## config.mk

```make
export PLATFORM = sky130hd
export DESIGN_NAME = rvc_expander
export DESIGN_NICKNAME = d
export VERILOG_FILES = /design/src/hdl/rvc_isa_pkg.sv /design/src/hdl/rvc_bus_pkg.sv /design/src/hdl/rvc_cfg_regs.sv /design/src/hdl/rvc_quadrant0.sv /design/src/hdl/rvc_quadrant1.sv /design/src/hdl/rvc_quadrant2.sv /design/src/hdl/rvc_expander.sv
export VERILOG_INCLUDE_DIRS = /design/src /design/src/hdl
export SDC_FILE = /design/constraint.sdc
export NUM_CORES = 1
export LEC_CHECK = 0
export ABC_AREA = 0
export BUFFER_PORTS_ARGS = -buffer_cell sky130_fd_sc_hd__clkbuf_2
export CAP_MARGIN = 25
export CORE_UTILIZATION = 45
export DETAILED_ROUTE_END_ITERATION = 10
export PLACE_DENSITY = 0.8
export REMOVE_ABC_BUFFERS = 1
export SETUP_SLACK_MARGIN = 0.3
export SLEW_MARGIN = 30
export SYNTH_ARGS = -nofsm -noshare
export SYNTH_HDL_FRONTEND = slang
export SYNTH_HIERARCHICAL = 1
export SYNTH_SLANG_ARGS = --single-unit
```

## constraint.sdc

```tcl
create_clock -name clk_i -period 2.4 [get_ports clk_i]
set_input_delay 0.24 -clock clk_i [delete_from_list [all_inputs] [get_ports clk_i]]
set_output_delay 0.24 -clock clk_i [all_outputs]
set_load 0.02 [all_outputs]
```

## src/hdl/rvc_defs.svh

```systemverilog
// widths and reset values shared by the compressed-instruction expander
// include wherever a width or the configuration reset value is needed
`ifndef RVC_DEFS_SVH
`define RVC_DEFS_SVH

// ------------------------------
// instruction widths
// ------------------------------
`define RVC_ILEN 32
`define RVC_CLEN 16

// ------------------------------
// apb configuration port
// ------------------------------
`define RVC_APB_AW 4
`define RVC_APB_DW 32
`define RVC_CTRL_ADDR 0

// zcb disabled out of reset
`define RVC_ZCB_RESET 1'b0

`endif

```

## src/hdl/rvc_isa_pkg.sv

```systemverilog
// risc-v types and encodings used to expand rv32c words
`include "rvc_defs.svh"

package rvc_isa_pkg;

  typedef logic [`RVC_ILEN-1:0] rvc_word_t;
  typedef logic [`RVC_CLEN-1:0] rvc_half_t;
  typedef logic [6:0]           rvc_opcode_t;
  typedef logic [4:0]           rvc_reg_t;
  typedef logic [1:0]           rvc_quadrant_t;

  // ------------------------------
  // major opcodes of the 32-bit isa
  // ------------------------------
  localparam rvc_opcode_t OPCODE_OP     = 7'b0110011;
  localparam rvc_opcode_t OPCODE_OP_IMM = 7'b0010011;
  localparam rvc_opcode_t OPCODE_LOAD   = 7'b0000011;
  localparam rvc_opcode_t OPCODE_STORE  = 7'b0100011;
  localparam rvc_opcode_t OPCODE_LUI    = 7'b0110111;
  localparam rvc_opcode_t OPCODE_JAL    = 7'b1101111;
  localparam rvc_opcode_t OPCODE_JALR   = 7'b1100111;
  localparam rvc_opcode_t OPCODE_BRANCH = 7'b1100011;

  // quadrant field, 11 marks an uncompressed word
  localparam rvc_quadrant_t QUAD_C0 = 2'b00;
  localparam rvc_quadrant_t QUAD_C1 = 2'b01;
  localparam rvc_quadrant_t QUAD_C2 = 2'b10;
  localparam rvc_quadrant_t QUAD_32 = 2'b11;

  // ------------------------------
  // funct3 of each quadrant
  // ------------------------------
  localparam logic [2:0] C0_ADDI4SPN = 3'b000;
  localparam logic [2:0] C0_LW       = 3'b010;
  localparam logic [2:0] C0_ZCB      = 3'b100;
  localparam logic [2:0] C0_SW       = 3'b110;

  localparam logic [2:0] C1_ADDI     = 3'b000;
  localparam logic [2:0] C1_JAL      = 3'b001;
  localparam logic [2:0] C1_LI       = 3'b010;
  localparam logic [2:0] C1_LUI      = 3'b011;
  localparam logic [2:0] C1_MISC_ALU = 3'b100;
  localparam logic [2:0] C1_J        = 3'b101;
  localparam logic [2:0] C1_BEQZ     = 3'b110;
  localparam logic [2:0] C1_BNEZ     = 3'b111;

  localparam logic [2:0] C2_SLLI     = 3'b000;
  localparam logic [2:0] C2_LWSP     = 3'b010;
  localparam logic [2:0] C2_JR_MV    = 3'b100;
  localparam logic [2:0] C2_SWSP     = 3'b110;

  localparam rvc_reg_t  REG_SP      = 5'd2;
  localparam rvc_word_t EBREAK_WORD = 32'h0010_0073;

endpackage

```

## src/hdl/rvc_bus_pkg.sv

```systemverilog
// bundles that cross module boundaries: apb port, fetch input, expansion and result
`include "rvc_defs.svh"

package rvc_bus_pkg;

  // ------------------------------
  // apb configuration port
  // ------------------------------
  typedef struct packed {
    logic                   psel;
    logic                   penable;
    logic                   pwrite;
    logic [`RVC_APB_AW-1:0] paddr;
    logic [`RVC_APB_DW-1:0] pwdata;
  } apb_req_t;

  typedef struct packed {
    logic [`RVC_APB_DW-1:0] prdata;
    logic                   pready;
    logic                   pslverr;
  } apb_rsp_t;

  // ------------------------------
  // instruction data path
  // ------------------------------
  typedef struct packed {
    logic                  valid;
    rvc_isa_pkg::rvc_word_t word;
  } fetch_t;

  // per-quadrant expansion, combinational
  typedef struct packed {
    rvc_isa_pkg::rvc_word_t instr;
    logic                  illegal;
  } expand_t;

  typedef struct packed {
    logic                  valid;
    rvc_isa_pkg::rvc_word_t instr;
    logic                  illegal;
    logic                  compressed;
  } result_t;

endpackage

```

## src/hdl/rvc_cfg_regs.sv

```systemverilog
// apb slave with the control register; bit 0 turns the zcb expansions on
// zero wait states, unknown addresses answer with pslverr
`timescale 1ns/1ps
`include "rvc_defs.svh"

module rvc_cfg_regs (
  input  logic                  clk_i,
  input  logic                  reset_i,
  input  rvc_bus_pkg::apb_req_t apb_req_i,
  output rvc_bus_pkg::apb_rsp_t apb_rsp_o,
  output logic                  zcb_en_o
);

  import rvc_bus_pkg::*;

  localparam logic [`RVC_APB_AW-1:0] CTRL_ADDR = `RVC_CTRL_ADDR;

  logic access;
  logic addr_hit;
  logic zcb_en_q;

  // second phase of a transfer
  assign access   = apb_req_i.psel && apb_req_i.penable;
  assign addr_hit = (apb_req_i.paddr == CTRL_ADDR);

  always_ff @(posedge clk_i) begin
    if (reset_i) begin
      zcb_en_q <= `RVC_ZCB_RESET;
    end else if (access && apb_req_i.pwrite && addr_hit) begin
      zcb_en_q <= apb_req_i.pwdata[0];
    end
  end

  always_comb begin
    apb_rsp_o.pready  = 1'b1;
    apb_rsp_o.pslverr = access && !addr_hit;
    apb_rsp_o.prdata  = '0;
    if (access && !apb_req_i.pwrite && addr_hit) begin
      apb_rsp_o.prdata = {{(`RVC_APB_DW-1){1'b0}}, zcb_en_q};
    end
  end

  assign zcb_en_o = zcb_en_q;

  // master must hold psel through the access phase
  a_penable_needs_psel : assert property (
    @(posedge clk_i) disable iff (reset_i) apb_req_i.penable |-> apb_req_i.psel
  ) else $error("apb penable high without psel");

endmodule

```

## src/hdl/rvc_quadrant0.sv

```systemverilog
// expands quadrant 0 words: addi4spn, lw, sw and the zcb byte/halfword accesses
`timescale 1ns/1ps

module rvc_quadrant0 (
  input  rvc_isa_pkg::rvc_half_t half_i,
  input  logic                   zcb_en_i,
  output rvc_bus_pkg::expand_t   exp_o
);

  import rvc_isa_pkg::*;
  import rvc_bus_pkg::*;

  rvc_reg_t rs1_c;
  rvc_reg_t rd_c;

  // 3-bit register fields select x8..x15
  assign rs1_c = {2'b01, half_i[9:7]};
  assign rd_c  = {2'b01, half_i[4:2]};

  always_comb begin
    exp_o.instr   = '0;
    exp_o.illegal = 1'b0;
    unique case (half_i[15:13])
      C0_ADDI4SPN: begin
        exp_o.instr   = {2'b0, half_i[10:7], half_i[12:11], half_i[5], half_i[6], 2'b00,
                         REG_SP, 3'b000, rd_c, OPCODE_OP_IMM};
        exp_o.illegal = (half_i[12:5] == 8'b0);
      end
      C0_LW: begin
        exp_o.instr = {5'b0, half_i[5], half_i[12:10], half_i[6], 2'b00,
                       rs1_c, 3'b010, rd_c, OPCODE_LOAD};
      end
      C0_SW: begin
        exp_o.instr = {5'b0, half_i[5], half_i[12], rd_c, rs1_c, 3'b010,
                       half_i[11:10], half_i[6], 2'b00, OPCODE_STORE};
      end
      C0_ZCB: begin
        exp_o.illegal = !zcb_en_i;
        unique case (half_i[12:10])
          3'b000: exp_o.instr = {10'b0, half_i[5], half_i[6], rs1_c, 3'b100, rd_c, OPCODE_LOAD};
          // bit 6 picks lh over lhu
          3'b001: exp_o.instr = {10'b0, half_i[5], 1'b0, rs1_c, half_i[6] ? 3'b001 : 3'b101,
                                 rd_c, OPCODE_LOAD};
          3'b010: exp_o.instr = {7'b0, rd_c, rs1_c, 3'b000, 3'b0, half_i[5], half_i[6],
                                 OPCODE_STORE};
          3'b011: exp_o.instr = {7'b0, rd_c, rs1_c, 3'b001, 3'b0, half_i[5], 1'b0,
                                 OPCODE_STORE};
          default: exp_o.illegal = 1'b1;
        endcase
      end
      // floating-point and reserved codes
      default: exp_o.illegal = 1'b1;
    endcase
  end

endmodule

```

## src/hdl/rvc_quadrant1.sv

```systemverilog
// expands quadrant 1 words: immediates, shifts, alu ops, jumps, branches, zcb alu ops
`timescale 1ns/1ps

module rvc_quadrant1 (
  input  rvc_isa_pkg::rvc_half_t half_i,
  input  logic                   zcb_en_i,
  output rvc_bus_pkg::expand_t   exp_o
);

  import rvc_isa_pkg::*;
  import rvc_bus_pkg::*;

  rvc_reg_t    rd;
  rvc_reg_t    rd_c;
  rvc_reg_t    rs2_c;
  logic [11:0] imm_sext;
  logic [19:0] jal_off;

  assign rd       = half_i[11:7];
  assign rd_c     = {2'b01, half_i[9:7]};
  assign rs2_c    = {2'b01, half_i[4:2]};
  assign imm_sext = {{7{half_i[12]}}, half_i[6:2]};

  // jal immediate field, shared by c.jal and c.j
  assign jal_off  = {half_i[12], half_i[8], half_i[10:9], half_i[6], half_i[7], half_i[2],
                     half_i[11], half_i[5:3], {9{half_i[12]}}};

  always_comb begin
    exp_o.instr   = '0;
    exp_o.illegal = 1'b0;
    unique case (half_i[15:13])
      C1_ADDI: exp_o.instr = {imm_sext, rd, 3'b000, rd, OPCODE_OP_IMM};
      C1_JAL:  exp_o.instr = {jal_off, 5'd1, OPCODE_JAL};
      C1_LI:   exp_o.instr = {imm_sext, 5'd0, 3'b000, rd, OPCODE_OP_IMM};
      C1_LUI: begin
        if (rd == REG_SP) begin
          // addi16sp, immediate in units of 16
          exp_o.instr = {{3{half_i[12]}}, half_i[4:3], half_i[5], half_i[2], half_i[6], 4'b0,
                         REG_SP, 3'b000, REG_SP, OPCODE_OP_IMM};
        end else begin
          exp_o.instr   = {{15{half_i[12]}}, half_i[6:2], rd, OPCODE_LUI};
          exp_o.illegal = ({half_i[12], half_i[6:2]} == 6'b0);
        end
      end
      C1_MISC_ALU: begin
        unique case (half_i[11:10])
          // srli / srai, bit 10 sets the arithmetic flag
          2'b00, 2'b01: exp_o.instr = {1'b0, half_i[10], 4'b0, half_i[12], half_i[6:2],
                                       rd_c, 3'b101, rd_c, OPCODE_OP_IMM};
          2'b10: exp_o.instr = {imm_sext, rd_c, 3'b111, rd_c, OPCODE_OP_IMM};
          2'b11: begin
            unique case ({half_i[12], half_i[6:5]})
              3'b000: exp_o.instr = {7'b0100000, rs2_c, rd_c, 3'b000, rd_c, OPCODE_OP};
              3'b001: exp_o.instr = {7'b0000000, rs2_c, rd_c, 3'b100, rd_c, OPCODE_OP};
              3'b010: exp_o.instr = {7'b0000000, rs2_c, rd_c, 3'b110, rd_c, OPCODE_OP};
              3'b011: exp_o.instr = {7'b0000000, rs2_c, rd_c, 3'b111, rd_c, OPCODE_OP};
              3'b110: begin
                exp_o.instr   = {7'b0000001, rs2_c, rd_c, 3'b000, rd_c, OPCODE_OP};
                exp_o.illegal = !zcb_en_i;
              end
              3'b111: begin
                // zcb unary group, only zext.b and not exist without bitmanip
                if (zcb_en_i && half_i[4:2] == 3'b000) begin
                  exp_o.instr = {12'h0ff, rd_c, 3'b111, rd_c, OPCODE_OP_IMM};
                end else if (zcb_en_i && half_i[4:2] == 3'b101) begin
                  exp_o.instr = {12'hfff, rd_c, 3'b100, rd_c, OPCODE_OP_IMM};
                end else begin
                  exp_o.illegal = 1'b1;
                end
              end
              default: exp_o.illegal = 1'b1;  // subw, addw, reserved
            endcase
          end
          default: exp_o.illegal = 1'b1;
        endcase
      end
      C1_J: exp_o.instr = {jal_off, 5'd0, OPCODE_JAL};
      // funct3 bit 0 comes from bit 13, beq or bne
      C1_BEQZ, C1_BNEZ: begin
        exp_o.instr = {{4{half_i[12]}}, half_i[6:5], half_i[2], 5'd0, rd_c, 2'b00, half_i[13],
                       half_i[11:10], half_i[4:3], half_i[12], OPCODE_BRANCH};
      end
      default: exp_o.illegal = 1'b1;
    endcase
  end

endmodule

```

## src/hdl/rvc_quadrant2.sv

```systemverilog
// expands quadrant 2 words: slli, lwsp, swsp and the mv/add/jr/jalr/ebreak group
`timescale 1ns/1ps

module rvc_quadrant2 (
  input  rvc_isa_pkg::rvc_half_t half_i,
  output rvc_bus_pkg::expand_t   exp_o
);

  import rvc_isa_pkg::*;
  import rvc_bus_pkg::*;

  rvc_reg_t rd;
  rvc_reg_t rs2;

  assign rd  = half_i[11:7];
  assign rs2 = half_i[6:2];

  always_comb begin
    exp_o.instr   = '0;
    exp_o.illegal = 1'b0;
    unique case (half_i[15:13])
      C2_SLLI: exp_o.instr = {6'b0, half_i[12], half_i[6:2], rd, 3'b001, rd, OPCODE_OP_IMM};
      C2_LWSP: begin
        exp_o.instr   = {4'b0, half_i[3:2], half_i[12], half_i[6:4], 2'b00,
                         REG_SP, 3'b010, rd, OPCODE_LOAD};
        exp_o.illegal = (rd == 5'd0);
      end
      C2_SWSP: begin
        exp_o.instr = {4'b0, half_i[8:7], half_i[12], rs2, REG_SP, 3'b010,
                       half_i[11:9], 2'b00, OPCODE_STORE};
      end
      C2_JR_MV: begin
        if (!half_i[12]) begin
          if (rs2 == 5'd0) begin
            // jr, rs1 of x0 is reserved
            exp_o.instr   = {12'b0, rd, 3'b000, 5'd0, OPCODE_JALR};
            exp_o.illegal = (rd == 5'd0);
          end else begin
            exp_o.instr = {7'b0, rs2, 5'd0, 3'b000, rd, OPCODE_OP};
          end
        end else if (rs2 != 5'd0) begin
          exp_o.instr = {7'b0, rs2, rd, 3'b000, rd, OPCODE_OP};
        end else if (rd == 5'd0) begin
          exp_o.instr = EBREAK_WORD;
        end else begin
          // jalr links through x1
          exp_o.instr = {12'b0, rd, 3'b000, 5'd1, OPCODE_JALR};
        end
      end
      // fp stack accesses, zcmp and zcmt space
      default: exp_o.illegal = 1'b1;
    endcase
  end

endmodule

```

## src/hdl/rvc_expander.sv

```systemverilog
// registered rv32c expander with an apb switch for zcb
// one word in per cycle, result one cycle later, illegal words pass through as fetched
`timescale 1ns/1ps
`include "rvc_defs.svh"

module rvc_expander (
  input  logic                  clk_i,
  input  logic                  reset_i,
  input  rvc_bus_pkg::apb_req_t apb_req_i,
  output rvc_bus_pkg::apb_rsp_t apb_rsp_o,
  input  rvc_bus_pkg::fetch_t   fetch_i,
  output rvc_bus_pkg::result_t  result_o
);

  import rvc_isa_pkg::*;
  import rvc_bus_pkg::*;

  logic      zcb_en;
  rvc_half_t half;
  expand_t   exp_q0;
  expand_t   exp_q1;
  expand_t   exp_q2;
  expand_t   exp_sel;
  logic      compressed;
  result_t   result_d;
  result_t   result_q;

  assign half = fetch_i.word[`RVC_CLEN-1:0];

  rvc_cfg_regs u_cfg_regs (
    .clk_i     (clk_i),
    .reset_i   (reset_i),
    .apb_req_i (apb_req_i),
    .apb_rsp_o (apb_rsp_o),
    .zcb_en_o  (zcb_en)
  );

  rvc_quadrant0 u_quadrant0 (.half_i(half), .zcb_en_i(zcb_en), .exp_o(exp_q0));
  rvc_quadrant1 u_quadrant1 (.half_i(half), .zcb_en_i(zcb_en), .exp_o(exp_q1));
  rvc_quadrant2 u_quadrant2 (.half_i(half), .exp_o(exp_q2));

  // ------------------------------
  // quadrant select
  // ------------------------------
  always_comb begin
    compressed = 1'b1;
    unique case (rvc_quadrant_t'(fetch_i.word[1:0]))
      QUAD_C0: exp_sel = exp_q0;
      QUAD_C1: exp_sel = exp_q1;
      QUAD_C2: exp_sel = exp_q2;
      QUAD_32: begin
        compressed = 1'b0;
        exp_sel    = '{instr: fetch_i.word, illegal: 1'b0};
      end
      default: exp_sel = exp_q0;
    endcase
  end

  always_comb begin
    result_d.valid      = fetch_i.valid;
    result_d.compressed = compressed;
    result_d.illegal    = exp_sel.illegal;
    result_d.instr      = exp_sel.illegal ? fetch_i.word : exp_sel.instr;
  end

  // only valid needs a reset, the rest is qualified by it
  always_ff @(posedge clk_i) begin
    result_q <= result_d;
    if (reset_i) begin
      result_q.valid <= 1'b0;
    end
  end

  assign result_o = result_q;

  // a full-width word can never be flagged by a quadrant decoder
  a_illegal_is_compressed : assert property (
    @(posedge clk_i) disable iff (reset_i)
      (result_o.valid && result_o.illegal) |-> result_o.compressed
  ) else $error("illegal flag set on an uncompressed word");

endmodule

```

==> results of run 1 <==
state kept, by name, summed over array words and instances (netlist names):
name,cells
u_cfg_regs/zcb_en_o,1
result_o,35
layout make-up:
type / count / area, µm² / share of cell area, %
Timing Repair Buffer: 148 / 951 / 20.2
Multi-Input combinational cell: 385 / 2720 / 57.7
Clock inverter: 1 / 30.0 / 0.637
Sequential cell: 36 / 722 / 15.3
Tap cell: 105 / 131 / 2.79
Clock buffer: 7 / 96.3 / 2.04
Inverter: 17 / 63.8 / 1.35
synthesized netlist by cell type (all sizes together), types with 2 or more instances:
library cell | count | area, µm²
o311ai | 3 | 26.3
clkbuf | 9 | 35.0
nand2b | 13 | 81.3
mux2i | 31 | 327
and2b | 2 | 15.0
and2 | 11 | 71.3
conb | 4 | 15.0
mux2 | 6 | 82.6
a21o | 4 | 30.0
mux4 | 4 | 90.1
a22oi | 2 | 15.0
nor3b | 9 | 72.6
dfxtp | 36 | 721
nand2 | 34 | 128
a32o | 3 | 30.0
inv | 17 | 63.8
o211ai | 5 | 37.5
a21oi | 24 | 124
nor2b | 13 | 81.3
nand4 | 2 | 12.5
o2111ai | 2 | 17.5
nor3 | 14 | 75.1
a31oi | 3 | 18.8
nand3 | 6 | 30.0
or3 | 2 | 12.5
a221o | 4 | 40.0
a221oi | 3 | 32.5
or4 | 2 | 18.8
a22o | 30 | 263
o21a | 2 | 15.0
and3 | 5 | 31.3
o41ai | 2 | 25.0
nor4 | 3 | 25.0
a211o | 3 | 26.3
or2 | 2 | 12.5
buf | 71 | 519
o2bb2ai | 26 | 228
or3b | 2 | 22.5
o21ai | 27 | 146
nor2 | 26 | 100
per-layer routing:
metal / routed length [µm] / vias up / global-route usage (%)
met2: 6160 / 292 / 49.6
met1: 5440 / 2022 / 37.9
met5: 0 / - / 0
li1: - / 1912 / -
met4: 346 / 0 / 12.9
met3: 1140 / 29 / 4.99
power by group:
part	internal (mW)	leakage (nW)	switching, mW
combinational	0.356	1.83	0.524
clock	0.367	0.0645	0.244
sequential	0.664	0.303	0.0165
total	1.39	2.20	0.785
worst max-delay path, stage by stage:
cell and delay (ns):
clkbuf_2 0.17, nor3b_1 0.37, nand2_1 0.16, o31ai_1 0.29, buf_4 0.19, mux2i_4 0.12, a2bb2oi_4 0.17, buf_12 0.16
buf_4 0.17, a22o_1 0.20
cell families after synthesis:
group,after synthesis
AOI/OAI and AO/OA,150
and+or+nand+nor,148
buffers and inverters,97
muxes,41
DFF,36
other,4
xor gates and xnor gates,1
stage by stage:
step | area [µm²] | total power, mW | setup slack, ns | hold WS [ns]
3_5_place_dp | 4500 | 1.53 | -0.0251 | 0.424
6_report | 4710 | 2.17 | 0.331 | 0.111
5_1_grt | 4710 | 2.28 | 0.301 | 0.103
2_1_floorplan | 3440 | 1.15 | 0.133 | 0.302
3_3_place_gp | 4500 | 1.52 | 0.0562 | 0.416
4_1_cts | 4650 | 2.15 | 0.305 | 0.115
path summary, 6_finish.rpt:
kind,end,cells past startpoint,slack (ns),startpoint
max,result_o[19]$_DFF_P_,10,0.33,fetch_i[14]
min,u_cfg_regs/zcb_en_o$_SDFFE_PP0P_,2,0.11,reset_i
min reg2reg,u_cfg_regs/zcb_en_o$_SDFFE_PP0P_,3,0.63,u_cfg_regs/zcb_en_o$_SDFFE_PP0P_
max reg2reg,result_o[33]$_DFF_P_,9,0.34,u_cfg_regs/zcb_en_o$_SDFFE_PP0P_
timing repair:
action | in CTS | in global routing
resized for setup | 1 | 8
buffers inserted | 0 | 1
endpoints found under the setup margin | 12 | 30
pin swaps | 1 | 2
gates cloned | 1 | 0
==> results.yml, run 1 <==
floorplan:
  io_pins: 143
  core_area_mm2: 0.00826
  die_width_um: 94.4
  die_y_um: 94.4
  num_rows: 33
  die-area_mm2: 0.00891
  start_util_pct: 46.5
routing:
  routed_via_density: 6.09
  drtPass1Iterations: 5
  ant_nets: 0
  wire_per_inst_um: 18.7
  routed_wl_um: 13100
  drt_iter0_drc: 377
  num_vias: 4255
  drcViolationCount: 0
yosys:
  synth.distinct_cells: 69
  ys_warn_count: 6
  synth-edff-count: 0
  netlist_area_mm2: 0.00384
  synth_ff_type: "dfxtp_1"
  synth_async_sr_flop_share_pct: 0
  yosys.area_share.simple_pct: 21.2
  syn_inst: 477
  synth_compound_area_share_pct: 30.3
  ys_ff_latch: 36
  synth_adder_area_share_pct: 0
  seq_area_frac_synth_pct: 18.8
  synth_top_family_by_area: "compound AO/OA/AOI/OAI gates"
  muxShareOfSynthArea_pct: 13.0
  synth.avg_cell_area_um2: 8.05
  synth-xor-area-share_pct: 0.228
worst_setup_path:
  crit_type: "primary input to flop"
  startpoint_type: "primary input"
  crit_required_ns: 2.58
  cp.arrival_ns: 2.25
  cp_max_fo: 11
  end_kind: "flop"
power:
  irDropWorstVdd_mv: 0.212
  powerDensity_mw_per_mm2: 461
  leakage_nw: 2.20
run_status:
  outcome: "finished clean"
clock_tree:
  cts_buffer_depth: 2
  cts_hold_buffers: 0
  cts_tree: "yes"
  cts-buffers-inserted: 5
  clk_latency_ns: 0.29
  clk_pin_slew_ns: 0.08
  root_buffer: "clkbuf_8"
  h-tree-depth: 2
  clock_sinks: 36
cells_and_area:
  nets: 667
  postLayoutCoreUtil_pct: 57.1
  final_cells: 699
  drive_above_1_share_pct: 32.5
  syn_to_final_growth_pct: 22.7
  final_cell_mix: "78 x clkbuf_2, 66 x buf_4, 44 x conb_1"
  nFillCells: 791
  final_common_cell: "clkbuf_2"
  antenna_cells: 0
timing:
  setup_tns_ns: 0
  finalSetupViolations: 0
  grt_setup_unrepaired: "no"
  min_period_ns: 2.07
  fin_crit_sh_pct: 86.2
  clock.fmax_ghz: 0.483
  clock_skew_ns: 0.00665
  slew_headroom_pct: 59.5
  worstMarginPinSlew_ns: 0.602
  slew_violations: 0
  timing_hold_violations_final: 0
place:
  io_buffers: 79
  dp_hpwl_um: 9730
  dp.cells: 689
  finalWeightedCongestion: 0.947
global_route:
  grt_pass1_vias: 3898
  grtUsageTotal_pct: 29.9
  grt_pass1_wl_um: 20400
  grt_max_degree: 29
  overflow: 0
  antenna_found_initial: 0
flow_run:
  drv_cap: 0
min_path:
  hold_path.class: "primary input to flop"
(Power assumes the default switching activity.)
==> run 2, diff against run 1 <==
--- a/config.mk
+++ b/config.mk
@@ -9,13 +9,13 @@
 export ABC_AREA = 0
 export BUFFER_PORTS_ARGS = -buffer_cell sky130_fd_sc_hd__clkbuf_2
 export CAP_MARGIN = 25
-export CORE_UTILIZATION = 45
+export CORE_UTILIZATION = 44
 export DETAILED_ROUTE_END_ITERATION = 10
+export GPL_ROUTABILITY_DRIVEN = 1
 export PLACE_DENSITY = 0.8
 export REMOVE_ABC_BUFFERS = 1
 export SETUP_SLACK_MARGIN = 0.3
 export SLEW_MARGIN = 30
 export SYNTH_ARGS = -nofsm -noshare
 export SYNTH_HDL_FRONTEND = slang
-export SYNTH_HIERARCHICAL = 1
 export SYNTH_SLANG_ARGS = --single-unit
==> run 2 against run 1 <==
Net effect: flip-flop and latch count is the same; total power is 9.2% lower; combinational power fell by 8.9%; count of clock-buffer cells in the layout stayed put; clock power is 20% lower; setup slack worse by 0.0029 ns; critical path type unchanged; largest power group unchanged.
==> results.yml, run 2 <==
yosys:
  synth_ff_type: "dfxtp_1"
  yosysTopAreaCellShare_pct: 21.2
  synth_most_common_cell: "nand2_1"
  synth.avg_cell_area_um2: 7.12
  synth_area_leader_cell: "dfxtp_1"
  synth-edff-count: 0
  seq_area_frac_synth_pct: 21.2
  synth_area_leaders: "dfxtp_1 21%, buf_4 7.1%, o21ai_0 6.3%"
  synth.distinct_cells: 74
  ys_ff_latch: 36
  synthTopCellsByCount: "44 x nand2_1, 43 x o21ai_0, 38 x a21oi_1"
  netlist_area_mm2: 0.00340
  syn_inst: 478
  synth_async_sr_flop_share_pct: 0
  ys_warn_count: 0
power:
  irDropWorstVdd_mv: 0.191
  powerDensity_mw_per_mm2: 465
  finalPower_mw: 1.97
  leakage_nw: 1.92
floorplan:
  num_rows: 31
  core_area_mm2: 0.00737
  die_y_um: 90.0
  io_pins: 143
  die-area_mm2: 0.00809
  start_util_pct: 46.2
  die_width_um: 90.0
min_path:
  hold_path.class: "primary input to flop"
timing:
  clock_skew_ns: 0.00610
  slew_headroom_pct: 60.9
  worstMarginPinSlew_ns: 0.585
  grt_setup_unrepaired: "no"
  timing_hold_violations_final: 0
  clock.fmax_ghz: 0.483
  fin_crit_sh_pct: 86.3
  finalSetupViolations: 0
  min_period_ns: 2.07
  slew_violations: 0
cells_and_area:
  syn_to_final_growth_pct: 24.7
  antenna_cells: 0
  final_cell_mix: "79 x clkbuf_2, 68 x buf_4, 44 x nand2_1"
  nets: 660
  final_common_cell: "clkbuf_2"
  drive_above_1_share_pct: 30.2
  nFillCells: 743
  largest_register_ffs: 35
  postLayoutCellArea_mm2: 0.00424
  postLayoutCoreUtil_pct: 57.6
global_route:
  grt_pass1_wl_um: 22100
  antenna_found_initial: 0
  grtUsageTotal_pct: 34.7
  overflow: 0
  grt_pass1_vias: 4116
  grt_max_degree: 24
worst_setup_path:
  crit_required_ns: 2.57
  startpoint_type: "primary input"
  slowest_delay_ns: 0.41
  crit_type: "primary input to flop"
  cp_max_fo: 12
  cp.arrival_ns: 2.24
  critical-path-top-delay-family: "compound AO/OA/AOI/OAI gates"
  path_buf_inv: 1
  end_kind: "flop"
  cp_slowest_cell: "nor3_1"
  crit_chain: "clkbuf_2 > nor3_1 > o21ai_0 > a31oi_1 > o21bai_4 > nand2_4 > a221o_1"
routing:
  wire_per_inst_um: 20.9
  drt_iter0_drc: 513
  ant_nets: 0
  drtPass1Iterations: 6
  routed_via_density: 6.49
  drcViolationCount: 0
  routed_wl_um: 14300
  num_vias: 4445
clock_tree:
  clock_sinks: 36
  cts_tree: "yes"
  cts_hold_buffers: 0
  clk_latency_ns: 0.29
  clk_pin_slew_ns: 0.07
  cts_buffer_depth: 2
  postCtsSetupRepairBufs: 0
  cts-buffers-inserted: 5
  h-tree-depth: 2
  root_buffer: "clkbuf_8"
place:
  io_buffers: 79
  dp_hpwl_um: 10600
  finalWeightedCongestion: 1.04
  place_area_mm2: 0.00413
run_status:
  outcome: "finished clean"
flow_run:
  drv_cap: 0
[run 2: changes by cell type after synthesis, moves of 10 or more]
cell	previous run	this run
clkbuf_1	8	32
mux2i_1	29	5
o21ai_0	19	43
a22o_1	30	9
buf_4	51	32
o2bb2ai_1	26	8
a21oi_1	23	38
a31oi_1	3	17
nand2_1	34	44
[run 2: kinds of logic (layout without fill, tap and decap cells)]
logic type	Yosys count	in the layout	share of synthesized area, %
buf+inv	92	170	15.4
mux	7	7	2.13
compound gates	188	188	38.1
other cells	2	32	0.221
flops	36	36	21.2
simple gates	152	152	22.7
xor+xnor	1	1	0.257
[run 2: path summary, 6_finish.rpt]
| path | end | slack [ns] | startpoint | cells after the start |
|---|---|---|---|---|
| worst max-delay path | result_o[30]$_DFF_P_ | 0.33 | fetch_i[13] | 7 |
| worst min-delay path | u_cfg_regs.zcb_en_o$_SDFFE_PP0P_ | 0.12 | reset_i | 2 |
| worst max register to register | result_o[19]$_DFF_P_ | 0.42 | u_cfg_regs.zcb_en_o$_SDFFE_PP0P_ | 6 |
| worst min register to register | u_cfg_regs.zcb_en_o$_SDFFE_PP0P_ | 0.58 | u_cfg_regs.zcb_en_o$_SDFFE_PP0P_ | 2 |
[run 2: layout make-up]
cell class | instances | area (µm²) | area share [%]
clock buffers | 7 | 96.3 | 2.27
well taps | 99 | 124 | 2.92
flip-flops and latches | 36 | 721 | 17.0
inverters | 13 | 48.8 | 1.15
repair buffers | 150 | 966 | 22.8
multi-input cells | 380 | 2290 | 53.9
[run 2: where the power goes]
group | switching (mW) | total (mW) | internal, mW
Combinational | 0.513 | 0.802 | 0.288
Clock | 0.235 | 0.491 | 0.256
Sequential | 0.0164 | 0.680 | 0.663
[run 2: timing repair]
action	in CTS	in global routing
hold endpoints to repair	0	0
gates resized for setup	0	3
setup endpoints to repair	0	15
[run 2: worst register-to-register path, stage by stage (launching register included)]
cell and delay [ns]:
dfxtp_1 0.35, and3_1 0.16, and2_1 0.16, a21o_1 0.22, or4_1 0.54, a311oi_1 0.33
o2bb2ai_1 0.11
[run 2: per-stage QoR]
step                setup WS (ns)  TNS, ns  cells  hold slack [ns]
floorplan                  0.0165        0    429            0.312
global route                0.307        0    685            0.135
CTS                         0.343        0    685            0.125
detailed placement         0.0344        0    678            0.426
global placement          -0.0640   -0.529    678            0.414
finish                      0.329        0    685            0.121
[run 2: metal layers]
metal	wire [µm]	up-vias	global-route usage (%)
li1	-	1934	-
met1	5380	2001	46.2
met2	6050	423	52.4
met3	2120	87	9.22
met4	787	0	15.7
met5	0	-	0
